**config.mk**
```make
export PLATFORM = sky130hd
export DESIGN_NAME = e100_core
export DESIGN_NICKNAME = d
export VERILOG_FILES = /design/src/common/e100_pkg.sv /design/src/rtl/e100_iar.sv /design/src/rtl/e100_datapath.sv /design/src/rtl/e100_alu.sv /design/src/control/e100_control.sv /design/src/rtl/e100_core.sv
export VERILOG_INCLUDE_DIRS = /design/src /design/src/common
export SDC_FILE = /design/constraint.sdc
export NUM_CORES = 1
export LEC_CHECK = 0
export BUFFER_PORTS_ARGS = -buffer_cell sky130_fd_sc_hd__clkbuf_2
export CELL_PAD_IN_SITES_DETAIL_PLACEMENT = 1
export CELL_PAD_IN_SITES_GLOBAL_PLACEMENT = 1
export CORE_AREA = 2 2 180 182
export DETAILED_ROUTE_END_ITERATION = 8
export DIE_AREA = 0 0 182 184
export GPL_TIMING_DRIVEN = 0
export PLACE_DENSITY = 0.88
export SETUP_SLACK_MARGIN = 0.02
export SLEW_MARGIN = 0
export SYNTH_ARGS = -nofsm -noshare
export SYNTH_HDL_FRONTEND = slang
export SYNTH_HIERARCHICAL = 1
export SYNTH_SLANG_ARGS = --single-unit
```
**constraint.sdc**
```tcl
create_clock -name clock -period 11.45 [get_ports clock]
set_input_delay 2.29 -clock clock [delete_from_list [all_inputs] [get_ports clock]]
set_output_delay 2.29 -clock clock [all_outputs]
set_load 0.02 [all_outputs]
```
**src/common/e100_cfg.svh**
```systemverilog
/*
 * Build-wide sizes for the E100 core.
 * Word width and address width must stay consistent with the memory model.
 * The reset IAR value has to fit in E100_ADDR_WIDTH bits.
 */
`ifndef E100_CFG_SVH
`define E100_CFG_SVH

// data and bus width
`define E100_WORD_WIDTH 32

// memory word address width
`define E100_ADDR_WIDTH 10

// address of the first instruction
`define E100_RESET_IAR 0

`endif

```
**src/common/e100_pkg.sv**
```systemverilog
/*
 * Types shared by the E100 core.
 * Only the opcodes that the core executes are listed here.
 * Any other opcode value is treated as halt by the control FSM.
 */
`include "e100_cfg.svh"

package e100_pkg;

    typedef logic [`E100_WORD_WIDTH-1:0] word_t;
    typedef logic [`E100_ADDR_WIDTH-1:0] addr_t;

    // encodings follow the E100 instruction set
    typedef enum logic [31:0] {
        op_halt = 32'd0,
        op_add  = 32'd1,
        op_sub  = 32'd2,
        op_cp   = 32'd5,
        op_and  = 32'd6,
        op_or   = 32'd7,
        op_not  = 32'd8,
        op_be   = 32'd13,
        op_bne  = 32'd14,
        op_blt  = 32'd15
    } opcode_e;

    typedef enum logic [7:0] {
        state_reset,
        state_fetch1, state_fetch2, state_fetch3, state_fetch4,
        state_fetch5, state_fetch6, state_fetch7, state_fetch8,
        state_decode,
        state_halt,
        state_alu1, state_alu2, state_alu3, state_alu4, state_alu5, state_alu6,
        state_not1, state_not2, state_not3, state_not4,
        state_cp1, state_cp2, state_cp3, state_cp4,
        state_br1, state_br2, state_br3, state_br4, state_br5, state_br6
    } state_e;

    // who drives the shared bus this cycle
    typedef enum logic [2:0] {
        bus_none, bus_iar, bus_plus1, bus_memory,
        bus_alu, bus_arg1, bus_arg2, bus_arg3
    } bus_src_e;

    typedef enum logic [2:0] {
        alu_add, alu_sub, alu_and, alu_or, alu_not
    } alu_op_e;

endpackage

```
**src/rtl/e100_iar.sv**
```systemverilog
/*
 * Instruction address register.
 * Bus values wider than the address are truncated on load.
 */
`timescale 1ns/1ps
`include "e100_cfg.svh"

module e100_iar (
    input  logic            clock,
    input  logic            reset,
    input  logic            iar_write,
    input  e100_pkg::word_t bus,
    output e100_pkg::addr_t iar,
    output e100_pkg::word_t iar_plus1
);
    import e100_pkg::*;

    always_ff @(posedge clock) begin
        if (reset) begin
            iar <= addr_t'(`E100_RESET_IAR);
        end else if (iar_write) begin
            iar <= addr_t'(bus);
        end
    end

    // zero extended, wraps when written back
    assign iar_plus1 = word_t'(iar) + word_t'(1);

endmodule

```
**src/rtl/e100_datapath.sv**
```systemverilog
/*
 * Instruction registers, memory address register and the bus multiplexer.
 * The bus is zero when no source is selected.
 */
`timescale 1ns/1ps

module e100_datapath (
    input  logic               clock,
    input  logic               reset,
    input  e100_pkg::bus_src_e bus_src,
    input  e100_pkg::addr_t    iar,
    input  e100_pkg::word_t    iar_plus1,
    input  e100_pkg::word_t    alu_result,
    input  e100_pkg::word_t    mem_read_data,
    input  logic               address_write,
    input  logic               opcode_write,
    input  logic               arg1_write,
    input  logic               arg2_write,
    input  logic               arg3_write,
    output e100_pkg::word_t    bus,
    output e100_pkg::opcode_e  opcode,
    output e100_pkg::addr_t    mem_address
);
    import e100_pkg::*;

    word_t arg1;
    word_t arg2;
    word_t arg3;

    always_comb begin
        case (bus_src)
            bus_iar:    bus = word_t'(iar);
            bus_plus1:  bus = iar_plus1;
            bus_memory: bus = mem_read_data;
            bus_alu:    bus = alu_result;
            bus_arg1:   bus = arg1;
            bus_arg2:   bus = arg2;
            bus_arg3:   bus = arg3;
            default:    bus = '0;
        endcase
    end

    always_ff @(posedge clock) begin
        if (reset) begin
            opcode      <= op_halt;
            mem_address <= '0;
        end else begin
            if (opcode_write) begin
                opcode <= opcode_e'(bus);
            end
            // memory address keeps the low bits of the bus
            if (address_write) begin
                mem_address <= addr_t'(bus);
            end
        end
    end

    always_ff @(posedge clock) begin
        if (arg1_write) begin
            arg1 <= bus;
        end
        if (arg2_write) begin
            arg2 <= bus;
        end
        if (arg3_write) begin
            arg3 <= bus;
        end
    end

endmodule

```
**src/rtl/e100_alu.sv**
```systemverilog
/*
 * Operand registers and ALU for the E100 core.
 * add and sub wrap at the word width. less compares op1 and op2 as signed.
 * not uses op1 only.
 */
`timescale 1ns/1ps

module e100_alu (
    input  logic              clock,
    input  logic              reset,
    input  e100_pkg::word_t   bus,
    input  logic              op1_write,
    input  logic              op2_write,
    input  e100_pkg::alu_op_e alu_op,
    output e100_pkg::word_t   alu_result,
    output logic              equal,
    output logic              less
);
    import e100_pkg::*;

    word_t op1;
    word_t op2;

    always_ff @(posedge clock) begin
        if (reset) begin
            op1 <= '0;
            op2 <= '0;
        end else begin
            if (op1_write) begin
                op1 <= bus;
            end
            if (op2_write) begin
                op2 <= bus;
            end
        end
    end

    always_comb begin
        case (alu_op)
            alu_sub: alu_result = op1 - op2;
            alu_and: alu_result = op1 & op2;
            alu_or:  alu_result = op1 | op2;
            alu_not: alu_result = ~op1;
            default: alu_result = op1 + op2;
        endcase
    end

    // branch flags
    assign equal = (op1 == op2);
    assign less  = ($signed(op1) < $signed(op2));

endmodule

```
**src/control/e100_control.sv**
```systemverilog
/*
 * E100 control FSM. Every state lasts exactly one cycle.
 * add, sub, and, or share one sequence, and the three branches share another.
 * Opcodes outside the supported set go to halt, which holds until reset.
 */
`timescale 1ns/1ps

module e100_control (
    input  logic               clock,
    input  logic               reset,
    input  e100_pkg::opcode_e  opcode,
    input  logic               equal,
    input  logic               less,
    output e100_pkg::bus_src_e bus_src,
    output e100_pkg::alu_op_e  alu_op,
    output logic               iar_write,
    output logic               address_write,
    output logic               opcode_write,
    output logic               arg1_write,
    output logic               arg2_write,
    output logic               arg3_write,
    output logic               op1_write,
    output logic               op2_write,
    output logic               mem_write,
    output logic               halted
);
    import e100_pkg::*;

    state_e  state;
    state_e  next_state;
    opcode_e branch_op;
    logic    branch_taken;

    always_comb begin
        case (branch_op)
            op_be:   branch_taken = equal;
            op_bne:  branch_taken = !equal;
            op_blt:  branch_taken = less;
            default: branch_taken = 1'b0;
        endcase
    end

    // bus source and write strobes per state
    always_comb begin
        bus_src       = bus_none;
        iar_write     = 1'b0;
        address_write = 1'b0;
        opcode_write  = 1'b0;
        arg1_write    = 1'b0;
        arg2_write    = 1'b0;
        arg3_write    = 1'b0;
        op1_write     = 1'b0;
        op2_write     = 1'b0;
        mem_write     = 1'b0;
        case (state)
            state_fetch1: begin
                bus_src       = bus_iar;
                address_write = 1'b1;
            end
            state_fetch3, state_fetch5, state_fetch7: begin
                // step to the next word of the instruction
                bus_src       = bus_plus1;
                iar_write     = 1'b1;
                address_write = 1'b1;
            end
            state_fetch2: begin
                bus_src      = bus_memory;
                opcode_write = 1'b1;
            end
            state_fetch4: begin
                bus_src    = bus_memory;
                arg1_write = 1'b1;
            end
            state_fetch6: begin
                bus_src    = bus_memory;
                arg2_write = 1'b1;
            end
            state_fetch8, state_cp2: begin
                // cp parks mem[arg2] in arg3
                bus_src    = bus_memory;
                arg3_write = 1'b1;
            end
            state_decode: begin
                // iar now points at the following instruction
                bus_src   = bus_plus1;
                iar_write = 1'b1;
            end
            state_alu1, state_not1, state_cp1, state_br1: begin
                bus_src       = bus_arg2;
                address_write = 1'b1;
            end
            state_alu2, state_not2, state_br2: begin
                bus_src   = bus_memory;
                op1_write = 1'b1;
            end
            state_alu3, state_br3: begin
                bus_src       = bus_arg3;
                address_write = 1'b1;
            end
            state_alu4, state_br4: begin
                bus_src   = bus_memory;
                op2_write = 1'b1;
            end
            state_alu5, state_not3, state_cp3: begin
                bus_src       = bus_arg1;
                address_write = 1'b1;
            end
            state_alu6, state_not4: begin
                bus_src   = bus_alu;
                mem_write = 1'b1;
            end
            state_cp4: begin
                bus_src   = bus_arg3;
                mem_write = 1'b1;
            end
            state_br6: begin
                // taken branch, jump to arg1
                bus_src   = bus_arg1;
                iar_write = 1'b1;
            end
            default: begin
                bus_src = bus_none;
            end
        endcase
    end

    always_comb begin
        next_state = state_fetch1;
        case (state)
            state_fetch1: next_state = state_fetch2;
            state_fetch2: next_state = state_fetch3;
            state_fetch3: next_state = state_fetch4;
            state_fetch4: next_state = state_fetch5;
            state_fetch5: next_state = state_fetch6;
            state_fetch6: next_state = state_fetch7;
            state_fetch7: next_state = state_fetch8;
            state_fetch8: next_state = state_decode;
            state_decode: begin
                case (opcode)
                    op_add, op_sub, op_and, op_or: next_state = state_alu1;
                    op_not:                        next_state = state_not1;
                    op_cp:                         next_state = state_cp1;
                    op_be, op_bne, op_blt:         next_state = state_br1;
                    default:                       next_state = state_halt;
                endcase
            end
            state_halt: next_state = state_halt;
            state_alu1: next_state = state_alu2;
            state_alu2: next_state = state_alu3;
            state_alu3: next_state = state_alu4;
            state_alu4: next_state = state_alu5;
            state_alu5: next_state = state_alu6;
            state_not1: next_state = state_not2;
            state_not2: next_state = state_not3;
            state_not3: next_state = state_not4;
            state_cp1:  next_state = state_cp2;
            state_cp2:  next_state = state_cp3;
            state_cp3:  next_state = state_cp4;
            state_br1:  next_state = state_br2;
            state_br2:  next_state = state_br3;
            state_br3:  next_state = state_br4;
            state_br4:  next_state = state_br5;
            state_br5:  next_state = branch_taken ? state_br6 : state_fetch1;
            default:    next_state = state_fetch1;
        endcase
    end

    always_ff @(posedge clock) begin
        if (reset) begin
            state     <= state_reset;
            alu_op    <= alu_add;
            branch_op <= op_halt;
        end else begin
            state <= next_state;
            if (state == state_decode) begin
                // remember the operation for the shared sequences
                branch_op <= opcode;
                case (opcode)
                    op_sub:  alu_op <= alu_sub;
                    op_and:  alu_op <= alu_and;
                    op_or:   alu_op <= alu_or;
                    op_not:  alu_op <= alu_not;
                    default: alu_op <= alu_add;
                endcase
            end
        end
    end

    assign halted = (state == state_halt);

endmodule

```
**src/rtl/e100_core.sv**
```systemverilog
/*
 * E100 multicycle core, one instruction in flight.
 * Memory is external with a combinational read and a write on the rising clock.
 * Unknown opcodes halt the core until the next reset.
 */
`timescale 1ns/1ps

module e100_core (
    input  logic             clock,
    input  logic             reset,
    output e100_pkg::addr_t  mem_address,
    input  e100_pkg::word_t  mem_read_data,
    output e100_pkg::word_t  mem_write_data,
    output logic             mem_write,
    output logic             halted
);
    import e100_pkg::*;

    word_t    bus;
    word_t    iar_plus1;
    word_t    alu_result;
    addr_t    iar;
    opcode_e  opcode;
    bus_src_e bus_src;
    alu_op_e  alu_op;
    logic     equal;
    logic     less;
    logic     iar_write;
    logic     address_write;
    logic     opcode_write;
    logic     arg1_write;
    logic     arg2_write;
    logic     arg3_write;
    logic     op1_write;
    logic     op2_write;

    // memory always sees the bus as write data
    assign mem_write_data = bus;

    e100_control u_control (
        .clock(clock), .reset(reset), .opcode(opcode), .equal(equal), .less(less),
        .bus_src(bus_src), .alu_op(alu_op), .iar_write(iar_write),
        .address_write(address_write), .opcode_write(opcode_write),
        .arg1_write(arg1_write), .arg2_write(arg2_write), .arg3_write(arg3_write),
        .op1_write(op1_write), .op2_write(op2_write),
        .mem_write(mem_write), .halted(halted)
    );

    e100_iar u_iar (
        .clock(clock), .reset(reset), .iar_write(iar_write), .bus(bus),
        .iar(iar), .iar_plus1(iar_plus1)
    );

    e100_datapath u_datapath (
        .clock(clock), .reset(reset), .bus_src(bus_src), .iar(iar),
        .iar_plus1(iar_plus1), .alu_result(alu_result), .mem_read_data(mem_read_data),
        .address_write(address_write), .opcode_write(opcode_write),
        .arg1_write(arg1_write), .arg2_write(arg2_write), .arg3_write(arg3_write),
        .bus(bus), .opcode(opcode), .mem_address(mem_address)
    );

    e100_alu u_alu (
        .clock(clock), .reset(reset), .bus(bus), .op1_write(op1_write),
        .op2_write(op2_write), .alu_op(alu_op), .alu_result(alu_result),
        .equal(equal), .less(less)
    );

endmodule

```
==> results of run 1 <==
==> worst reg2reg max path, cell delays in order, from the launching register on <==
cell	delay (ps)
dfxtp_1	490
inv_1	90
ha_1	310
clkbuf_1	370
nand2_1	200
nor2_1	200
nand4_1	140
o31ai_1	910
a21o_1	250
a21oi_1	110
o41a_1	380
mux2i_1	140
or3_1	510
mux2i_1	220
o221ai_1	590
mux2i_1	400
nor2_1	70
==> stage by stage <==
| step | power [mW] | hold slack, ps | util, % |
|---|---|---|---|
| finish | 2.03 | 455 | 58.0 |
| global route | 2.07 | 480 | 58.0 |
| CTS | 2.03 | 456 | 58.0 |
| detailed placement | 1.11 | 448 | 55.0 |
| global placement | 1.10 | 443 | 54.7 |
| floorplan | 1.05 | 431 | - |
==> kinds of logic (layout without fill, tap and decap cells) <==
family	Yosys count	after routing	share of synthesized area (%)
AOI/OAI and AO/OA	521	521	22.1
xor gates and xnor gates	13	13	0.703
adders and majority gates	104	104	8.11
buffers and inverters	269	403	7.50
DFF	252	252	37.1
muxes	147	147	9.40
other	1	21	0.0231
and+or+nand+nor	546	546	15.1
==> cell type report <==
type	instances	area [um^2]
Tap cell	402	503
Buffer	150	769
Clock inverter	11	143
Timing Repair Buffer	82	450
Fill cell	3699	13200
Inverter	119	447
Multi-Input combinational cell	1352	9080
Clock buffer	41	801
Sequential cell	252	6010
==> power breakdown <==
part | switching, mW | total [mW] | internal, mW
sequential | 0.00769 | 0.942 | 0.935
combinational | 0.102 | 0.153 | 0.0502
clock | 0.403 | 0.937 | 0.535
==> synthesized netlist by cell type (all sizes together) (7+ instances only) <==
master / count
edfxtp: 96
nand3: 36
dfxtp: 156
or3: 9
nor3: 16
mux2: 12
nand4: 10
and2: 9
o221ai: 26
nor2b: 16
a211o: 7
xnor2: 10
o31ai: 13
a22o: 17
o211ai: 7
o21ai: 73
o21bai: 13
a221o: 22
buf: 72
a211oi: 32
a21oi: 147
a21o: 27
nand2: 154
a221oi: 12
o22ai: 36
o21a: 12
mux2i: 132
clkbuf: 78
a311oi: 11
nand2b: 19
a31oi: 15
inv: 114
nor4: 24
nor2: 225
ha: 101
==> placed cells by master (no fill, tap or decap), types with 26 or more instances in the layout <==
cell / instances
nand3_1: 36
buf_4: 31
clkbuf_16: 29
ha_1: 101
a21o_1: 26
clkbuf_1: 86
mux2i_1: 132
o221ai_1: 26
clkbuf_2: 77
a211oi_1: 32
inv_1: 113
o22ai_1: 36
dfxtp_1: 156
nor2_1: 224
nand2_1: 153
edfxtp_1: 96
a21oi_1: 145
o21ai_0: 50
==> flip-flops by register name (all words and copies together) (netlist names) <==
name and count:
u_alu/op2 32, u_control/alu_op 3, u_alu/op1 32, u_control/state 5, u_datapath/arg2 32, u_iar/iar 10
u_datapath/mem_address 10, u_datapath/arg3 32, u_control/branch_op 32, u_datapath/opcode 32, u_datapath/arg1 32
==> worst min-delay path by stage <==
stage	slack, ps	to	from
after global placement	440	u_control/branch_op[2]$_SDFFE_PP0P_	u_control/branch_op[2]$_SDFFE_PP0P_
after CTS	460	u_control/branch_op[21]$_SDFFE_PP0P_	u_control/branch_op[21]$_SDFFE_PP0P_
after floorplan	430	u_control/alu_op[1]$_SDFFE_PP0P_	u_control/alu_op[1]$_SDFFE_PP0P_
final	460	u_control/branch_op[31]$_SDFFE_PP0P_	u_control/branch_op[31]$_SDFFE_PP0P_
after detailed placement	450	u_control/branch_op[21]$_SDFFE_PP0P_	u_control/branch_op[21]$_SDFFE_PP0P_
after global routing	480	u_control/branch_op[23]$_SDFFE_PP0P_	u_control/branch_op[23]$_SDFFE_PP0P_
==> metal layers <==
layer	track usage, %	vias to the layer above	routed length, um
met3	5.39	232	5010
met5	0	-	0
met1	49.3	8042	26500
li1	-	6932	-
met2	63.6	809	30300
met4	22.1	0	4020
==> key figures, run 1 <==
Outcome
  • Status: completed

Timing
  • Final min period: 8260 ps
  • RSZ-0062 raised after global routing: no
  • F_max: ~120 MHz
  • Slew margin rel.: between 10% and 20%
  • Final WS setup: ~3200 ps
  • Final Skew: about 19 ps
  • Setup TNS: 0 ps
  • Tightest Pin Transition: around 1300 ps
  • Period utilization: about 72%
  • Slew Limit Fails: 0
  • Final setup viols: 0
  • Final Hold Vio Count: 0

Critical path
  • CP top delay family: compound AO/OA/AOI/OAI gates
  • Slowest CP cell: o221ai_1
  • Cell Chain, Critical Path: inv_1, ha_1, clkbuf_1, nand2_1, nor2_1, nand4_1, o31ai_1, a21o_1, a21oi_1, o41a_1, mux2i_1, or3_1, mux2i_1, o221ai_1, clkbuf_2
  • WP depth: 15
  • Most used cell, CP: mux2i_1
  • Critical Path Start: u_alu/op1[16]$_SDFFE_PP0P_
  • Reg2reg path depth: 16
  • Largest stage delay, worst path: 990 ps
  • Reg2reg setup slack: 5900 ps
  • Crit end category: output port
  • Reg-to-Reg Start: u_alu/op1[16]$_SDFFE_PP0P_
  • Crit path DAT: between 5000 and 6000 ps
  • Critical Path Start Type: flop
  • WP buf/inv: 3
  • Critical-path maximum fanout: 10
  • RR Endpoint: u_alu/op1[25]$_SDFFE_PP0P_
  • CP Data Required Time: about 9200 ps
  • Crit path to: mem_write_data[25]
  • Crit path kind: reg -> out

Cells and area
  • Net total in the final layout: 2122
  • ANT cells: 0
  • Share of cells above drive strength 1: between 10% and 20%
  • Area added between synthesis and finish: 12.3%
  • Post-route cell area: about 18000 um^2
  • Non-Filler Instances: about 2400

Routing
  • Vias/cell: between 6 and 7
  • Vias: 16000
  • Drc violations: 0
  • Remaining antenna violation count: 0
  • First-pass iteration count of the detailed router: 7
  • DR WL/cell: roughly 27 um
  • Routed wire length: 65.9 mm
  • First-iteration detailed-routing DRC count: 1641

Floorplan
  • Core area: 31400 um^2
  • Die area: around 33000 um^2
  • Total I/O pin count: 78
  • Die height: about 180 um
  • Rows: between 60 and 70
  • Die width: roughly 180 um
  • Starting density of the core: between 50% and 60%

Placement
  • Post-Place Cells: 2357
  • Placed inst area: between 15000 and 20000 um^2
  • Routability Congestion: just under 1
  • Port buffer count: between 70 and 80
  • Hpwl dp: 49.3 mm
  • Worst slack at placement: just over 4000 ps

Pwr
  • Pwr per Cell Area: roughly 110 nW/um^2
  • Maximum vdd drop: between 100 and 150 uV
  • Static leakage: between 6 and 7 nW

Logic synthesis
  • Seq cells post-synth: 252
  • Ys Warns: 6
  • Post-synth top area share: 19.3%
  • Mapped Cells: about 1900
  • Synth area leaders: dfxtp_1 (19%), edfxtp_1 (18%), mux2i_1 (8.2%)
  • Seq/Total Area, Yosys: roughly 37%
  • Syn Area/Cell: around 8.7 um^2
  • Area leader, netlist: dfxtp_1
  • Top FF cell, synth: dfxtp_1
  • Ys async rst share: 0%
  • Yosys cell types: 94
  • Synth Cell Area: approximately 16000 um^2
  • Post-synth EDFFs: 96

Global routing
  • Vias in the first global route: between 15000 and 20000
  • Global-route usage over all layers: 38.8%
  • First-pass GRT wire length: between 90 and 100 mm
  • GRT overflow: 0
  • Largest net degree at the start of global routing: 29
  • Initial antenna violation count: 0

CTS
  • Reg clk slew, reported paths: ~60 ps
  • Total CTS buffers: 28
  • Clock H-tree levels: 1
  • Worst-Skew Late Latency: approximately 600 ps
  • Cts repair resizes: 0
  • Clk buf depth: 3
  • Clock tree sinks: approximately 250
  • CTS root buf: clkbuf_16
  • CTS tree: built
  • Post-CTS Hold Buffers: 0
  • Setup bufs post-CTS: 0

Worst hold path
  • Hold/Removal Path Class: reg -> reg
  • Hold path cells: 2

Job
  • Max_cap viols: 0
Power figures use the tool's default switching activity.
==> inputs of run 2 (changes only) <==
--- a/config.mk
+++ b/config.mk
@@ -9,11 +9,11 @@
 export BUFFER_PORTS_ARGS = -buffer_cell sky130_fd_sc_hd__clkbuf_2
 export CELL_PAD_IN_SITES_DETAIL_PLACEMENT = 1
 export CELL_PAD_IN_SITES_GLOBAL_PLACEMENT = 1
-export CORE_AREA = 2 2 180 182
+export CORE_AREA = 2 2 187 189
 export DETAILED_ROUTE_END_ITERATION = 8
-export DIE_AREA = 0 0 182 184
+export DIE_AREA = 0 0 189 191
 export GPL_TIMING_DRIVEN = 0
-export PLACE_DENSITY = 0.88
+export PLACE_DENSITY = 0.82
 export SETUP_SLACK_MARGIN = 0.02
 export SLEW_MARGIN = 0
 export SYNTH_ARGS = -nofsm -noshare
==> constraint.sdc (replaced) <==
create_clock -name clock -period 7.88 [get_ports clock]
set_input_delay 1.576 -clock clock [delete_from_list [all_inputs] [get_ports clock]]
set_output_delay 1.576 -clock clock [all_outputs]
set_load 0.02 [all_outputs]
==> key figures, run 2 (synthesized netlist as in run 1, its figures left out) <==
CTS
  • Post-CTS Hold Buffers: 0
  • CTS tree: built
  • Cts repair resizes: 0
  • Clock tree sinks: around 250
  • Worst-Skew Late Latency: about 600 ps
  • Clock H-tree levels: 1
  • Reg clk slew, reported paths: approximately 60 ps
  • Total CTS buffers: 29
  • Clk buf depth: 3
  • CTS root buf: clkbuf_16
  • Setup bufs post-CTS: 0

Floorplan
  • Die area: 36100 um^2
  • Die width: approximately 190 um
  • Starting density of the core: roughly 47%
  • Rows: approximately 70
  • Die height: ~190 um
  • Core area: ~34000 um^2
  • Total I/O pin count: 78

Global routing
  • Initial antenna violation count: 1
  • First-pass GRT wire length: ~96 mm
  • Global-route usage over all layers: a little over a third
  • GRT overflow: 0
  • Largest net degree at the start of global routing: 28
  • Vias in the first global route: between 15000 and 20000

Placement
  • Post-Place Cells: around 2400
  • Routability Congestion: ~1
  • Hpwl dp: 48.3 mm
  • Port buffer count: 76

Worst hold path
  • Hold path cells: 2
  • Worst Hold Path EP: u_control/branch_op[15]$_SDFFE_PP0P_
  • Hold Path Origin: u_control/branch_op[15]$_SDFFE_PP0P_
  • Hold/Removal Path Class: reg -> reg

Critical path
  • CP Data Required Time: between 6000 and 7000 ps
  • Crit end category: output port
  • Critical-path maximum fanout: 9
  • Reg2reg setup slack: 2710 ps
  • Cell Chain, Critical Path: inv_1, ha_1, clkbuf_1, o21ai_0, a21oi_1, a221oi_2, o31ai_1, a21o_1, a21oi_1, o41a_1, mux2i_1, or3_1, mux2i_1, o221ai_1, clkbuf_2
  • RR Endpoint: u_alu/op2[25]$_SDFFE_PP0P_
  • Critical Path Start Type: flop
  • Largest stage delay, worst path: 860 ps
  • Reg2reg path depth: 16
  • Reg-to-Reg Start: u_alu/op1[6]$_SDFFE_PP0P_
  • Crit path DAT: around 5600 ps
  • Crit path kind: reg -> out
  • Slowest CP cell: o31ai_1

Timing
  • Final setup viols: 0
  • Tightest Pin Transition: roughly 1300 ps
  • Setup TNS: 0 ps
  • Slew Limit Fails: 0
  • Final min period: roughly 7000 ps
  • RSZ-0062 raised after global routing: no
  • Final Skew: approximately 14 ps
  • F_max: about 140 MHz
  • Hold slack: between 400 and 500 ps
  • Period utilization: between 90% and 100%
  • Slew margin rel.: 14.2%
  • Final Hold Vio Count: 0

Cells and area
  • Share of cells above drive strength 1: between 10% and 20%
  • Most common cell after layout, fill and taps aside: nor2_1
  • ANT cells: 0
  • Multi-input logic area: just over 9000 um^2
  • Register Area: around 6000 um^2
  • Non-Filler Instances: 2464
  • Final core utilization: 53.6%
  • Most frequent cells in the layout: nor2_1 (224), dfxtp_1 (156), nand2_1 (153)
  • Fill count: 4043
  • Area added between synthesis and finish: 12.9%
  • Net total in the final layout: 2123

Routing
  • DR WL/cell: 26.0 um
  • Vias: 15500
  • First-iteration detailed-routing DRC count: ~1200
  • WL met2: just over 30 mm
  • Met1 WL: 25.7 mm
  • DR top layer: met4
  • Routed wire length: about 64 mm
  • Metal3 WL: 4.61 mm
  • First-pass iteration count of the detailed router: 5
  • Vias/cell: between 6 and 7
  • Drc violations: 0
  • Remaining antenna violation count: 0

Pwr
  • Static leakage: ~6.9 nW
  • Pwr per Cell Area: 163 nW/um^2
  • Maximum vdd drop: about 140 uV

Job
  • Max_cap viols: 0

Outcome
  • Status: completed
[run 2: cell types whose count changed in the layout (fill, tap and decap cells not counted), sizes merged]
cell,before,now
bufinv,2,4
clkinvlp,1,3
clkbuf,195,189
clkinv,12,16
[run 2: how the worst max path moves through the flow]
stage                              start                 end  slack [ps]  cells past startpoint
2_1_floorplan  u_alu/op1[4]$_SDFFE_PP0P_  mem_write_data[24]        2780                     14
3_3_place_gp   u_alu/op1[2]$_SDFFE_PP0P_  mem_write_data[18]        1150                     16
3_5_place_dp   u_alu/op1[6]$_SDFFE_PP0P_  mem_write_data[25]        1440                     15
4_1_cts        u_alu/op1[6]$_SDFFE_PP0P_  mem_write_data[25]         770                     15
5_1_grt        u_alu/op1[6]$_SDFFE_PP0P_  mem_write_data[25]         400                     15
6_report       u_alu/op1[6]$_SDFFE_PP0P_  mem_write_data[25]         720                     15
[run 2: stage by stage]
stage	cell area (um^2)	total power, mW	setup WS (ps)
4_1_cts	18300	2.99	768
3_5_place_dp	17300	1.61	1440
5_1_grt	18300	3.06	398
2_1_floorplan	16300	1.53	2780
3_3_place_gp	17200	1.60	1150
6_report	18300	2.98	720
[run 2: critical path, delay by kind of cell, from the launching register on]
family,cells,cell delay (ps)
AO/OA/AOI/OAI,8,3130
adder cells (fa/ha/maj),1,270
buffers and inverters,3,670
flip-flops,1,400
multiplexers,2,290
AND/OR/NAND/NOR,1,220
[run 2: where the power goes]
| group | internal (mW) | total, mW | switching [mW] |
|---|---|---|---|
| registers | 1.36 | 1.37 | 0.0106 |
| clock network | 0.809 | 1.40 | 0.587 |
| logic | 0.0731 | 0.218 | 0.145 |
| total | 2.24 | 2.98 | 0.743 |
[run 2: per-layer routing]
metal / vias to the layer above / global-route usage (%)
li1: 6944 / -
met1: 7643 / 43.2
met4: 0 / 15.7
met5: - / 0
met2: 690 / 59.7
met3: 185 / 5.75
[run 2: cell type report]
class	count	share of cell area, %
timing repair buffer	82	2.46
tap	455	3.11
buffer	150	4.21
sequential	252	32.8
inverter	119	2.44
clock buffer	35	4.09
multi-input combinational	1352	49.7
clock inverter	19	1.16
==> inputs of run 3 (changes only) <==
--- a/config.mk
+++ b/config.mk
@@ -9,9 +9,9 @@
 export BUFFER_PORTS_ARGS = -buffer_cell sky130_fd_sc_hd__clkbuf_2
 export CELL_PAD_IN_SITES_DETAIL_PLACEMENT = 1
 export CELL_PAD_IN_SITES_GLOBAL_PLACEMENT = 1
-export CORE_AREA = 2 2 187 189
+export CORE_AREA = 2 2 197 180
 export DETAILED_ROUTE_END_ITERATION = 8
-export DIE_AREA = 0 0 189 191
+export DIE_AREA = 0 0 199 182
 export GPL_TIMING_DRIVEN = 0
 export PLACE_DENSITY = 0.82
 export SETUP_SLACK_MARGIN = 0.02
==> key figures, run 3 (synthesized netlist as in run 1, its figures left out) <==
Outcome
  • Status: completed

Pwr
  • Static leakage: 6.77 nW
  • Maximum vdd drop: approximately 180 uV
  • Pwr per Cell Area: around 150 nW/um^2

Routing
  • DR WL/cell: about 26 um
  • Routed wire length: approximately 63 mm
  • Drc violations: 0
  • First-iteration detailed-routing DRC count: roughly 1600
  • First-pass iteration count of the detailed router: 7
  • Vias/cell: around 6.3
  • Remaining antenna violation count: 0
  • Vias: 15600

Placement
  • Port buffer count: 76
  • Hpwl dp: 48.5 mm
  • Placed inst area: 17300 um^2
  • Post-Place Cells: approximately 2400
  • Routability Congestion: around 1

Timing
  • Final Hold Vio Count: 0
  • F_max: 138 MHz
  • Period utilization: about nine tenths
  • Tightest Pin Transition: about 1400 ps
  • Slew Limit Fails: 0
  • Final setup viols: 0
  • Slew margin rel.: under 10%
  • Final Skew: roughly 12 ps
  • RSZ-0062 raised after global routing: no
  • Setup TNS: 0 ps
  • Final min period: slightly above 7000 ps

Critical path
  • Slowest CP cell: clkbuf_1
  • Crit end category: output port
  • WP buf/inv: 4
  • Cell Chain, Critical Path: clkbuf_1, nor2_1, xnor2_1, clkbuf_1, clkbuf_1, nor2_1, a221oi_1, o21ai_1, a221oi_1, o21ai_0, clkbuf_2
  • Critical-path maximum fanout: 10
  • Critical Path Start Type: flop
  • CP top delay family: buffers and inverters
  • Largest stage delay, worst path: about 770 ps
  • Most used cell, CP: clkbuf_1
  • Crit path DAT: 5650 ps
  • CP Data Required Time: between 6000 and 7000 ps
  • Crit path kind: reg -> out

CTS
  • CTS root buf: clkbuf_16
  • Post-CTS Hold Buffers: 0
  • Clock tree sinks: around 250
  • Total CTS buffers: 25
  • Clk buf depth: 3
  • Setup bufs post-CTS: 0
  • CTS tree: built
  • Cts repair resizes: 0
  • Worst-Skew Late Latency: 540 ps
  • Reg clk slew, reported paths: around 70 ps
  • Clock H-tree levels: 1

Floorplan
  • Core area: between 30000 and 40000 um^2
  • Total I/O pin count: between 70 and 80
  • Starting density of the core: 47.1%
  • Rows: 65
  • Die width: slightly below 200 um
  • Die area: about 36000 um^2
  • Die height: 182 um

Global routing
  • Global-route usage over all layers: between 30% and 40%
  • First-pass GRT wire length: approximately 95 mm
  • Vias in the first global route: 15800
  • Initial antenna violation count: 1
  • GRT overflow: 0
  • Largest net degree at the start of global routing: 26

Cells and area
  • Area added between synthesis and finish: 11.9%
  • Fill count: between 4000 and 5000
  • Most common cell after layout, fill and taps aside: nor2_1
  • Share of cells above drive strength 1: 10.9%
  • ANT cells: 0
  • Most frequent cells in the layout: nor2_1 (224), dfxtp_1 (156), nand2_1 (153)
  • Post-route cell area: 18100 um^2
  • Net total in the final layout: roughly 2100
  • Non-Filler Instances: ~2500

Job
  • Max_cap viols: 0

Worst hold path
  • Hold/Removal Path Class: reg -> reg
-- run 3: cell count changes in the layout (fill, tap and decap cells not counted), sizes merged --
cell	previous run	this run
inv	115	117
bufinv	4	1
clkinv	16	11
clkinvlp	3	2
clkbuf	189	188
-- run 3: layer usage --
layer,part of all wire [%],GRT usage [%],vias to the layer above
li1,-,-,6919
met1,43,48.4,7844
met2,45,55.0,740
met3,8.6,4.64,134
met4,3.8,11.9,0
met5,0,0,-
-- run 3: worst register-to-register path: stages (launching register included) --
cell	delay, ps
dfxtp_1	400
clkbuf_1	500
nor2_1	170
xnor2_1	490
clkbuf_1	770
clkbuf_1	660
nor2_1	90
a221oi_1	250
o21ai_1	200
a221oi_1	660
o21ai_0	610
mux2i_1	310
nor2_1	60
-- run 3: where the power goes --
group | switching (mW) | internal (mW)
registers | 0.0111 | 1.36
logic | 0.145 | 0.0729
clock network | 0.540 | 0.646
-- run 3: final timing paths --
check | startpoint | slack [ps] | cells after the start | endpoint
worst max-delay path | u_control/alu_op[1]$_SDFFE_PP0P_ | 660 | 11 | mem_write_data[22]
worst min-delay path | u_control/branch_op[29]$_SDFFE_PP0P_ | 460 | 2 | u_control/branch_op[29]$_SDFFE_PP0P_
worst max register to register | u_control/alu_op[1]$_SDFFE_PP0P_ | 2580 | 12 | u_alu/op1[22]$_SDFFE_PP0P_
worst min register to register | u_control/branch_op[29]$_SDFFE_PP0P_ | 460 | 2 | u_control/branch_op[29]$_SDFFE_PP0P_
-- run 3: layout make-up --
class	count	area, um^2	area share (%)
buffer	150	769	4.24
clock buffer	34	679	3.75
clock inverter	12	111	0.614
inverter	119	447	2.46
multi-input combinational	1352	9080	50.1
sequential	252	6010	33.1
tap	469	587	3.24
timing repair buffer	82	450	2.48
-- run 3: stage by stage --
stage               hold WS (ps)  power, mW  util, %  worst slack [ps]
floorplan                    431       1.53        -              2780
global placement             444       1.60     50.1              1490
detailed placement           452       1.60     50.4              1530
CTS                          462       2.77     52.7               950
global route                 482       2.84     52.7               571
finish                       462       2.77     52.7               658
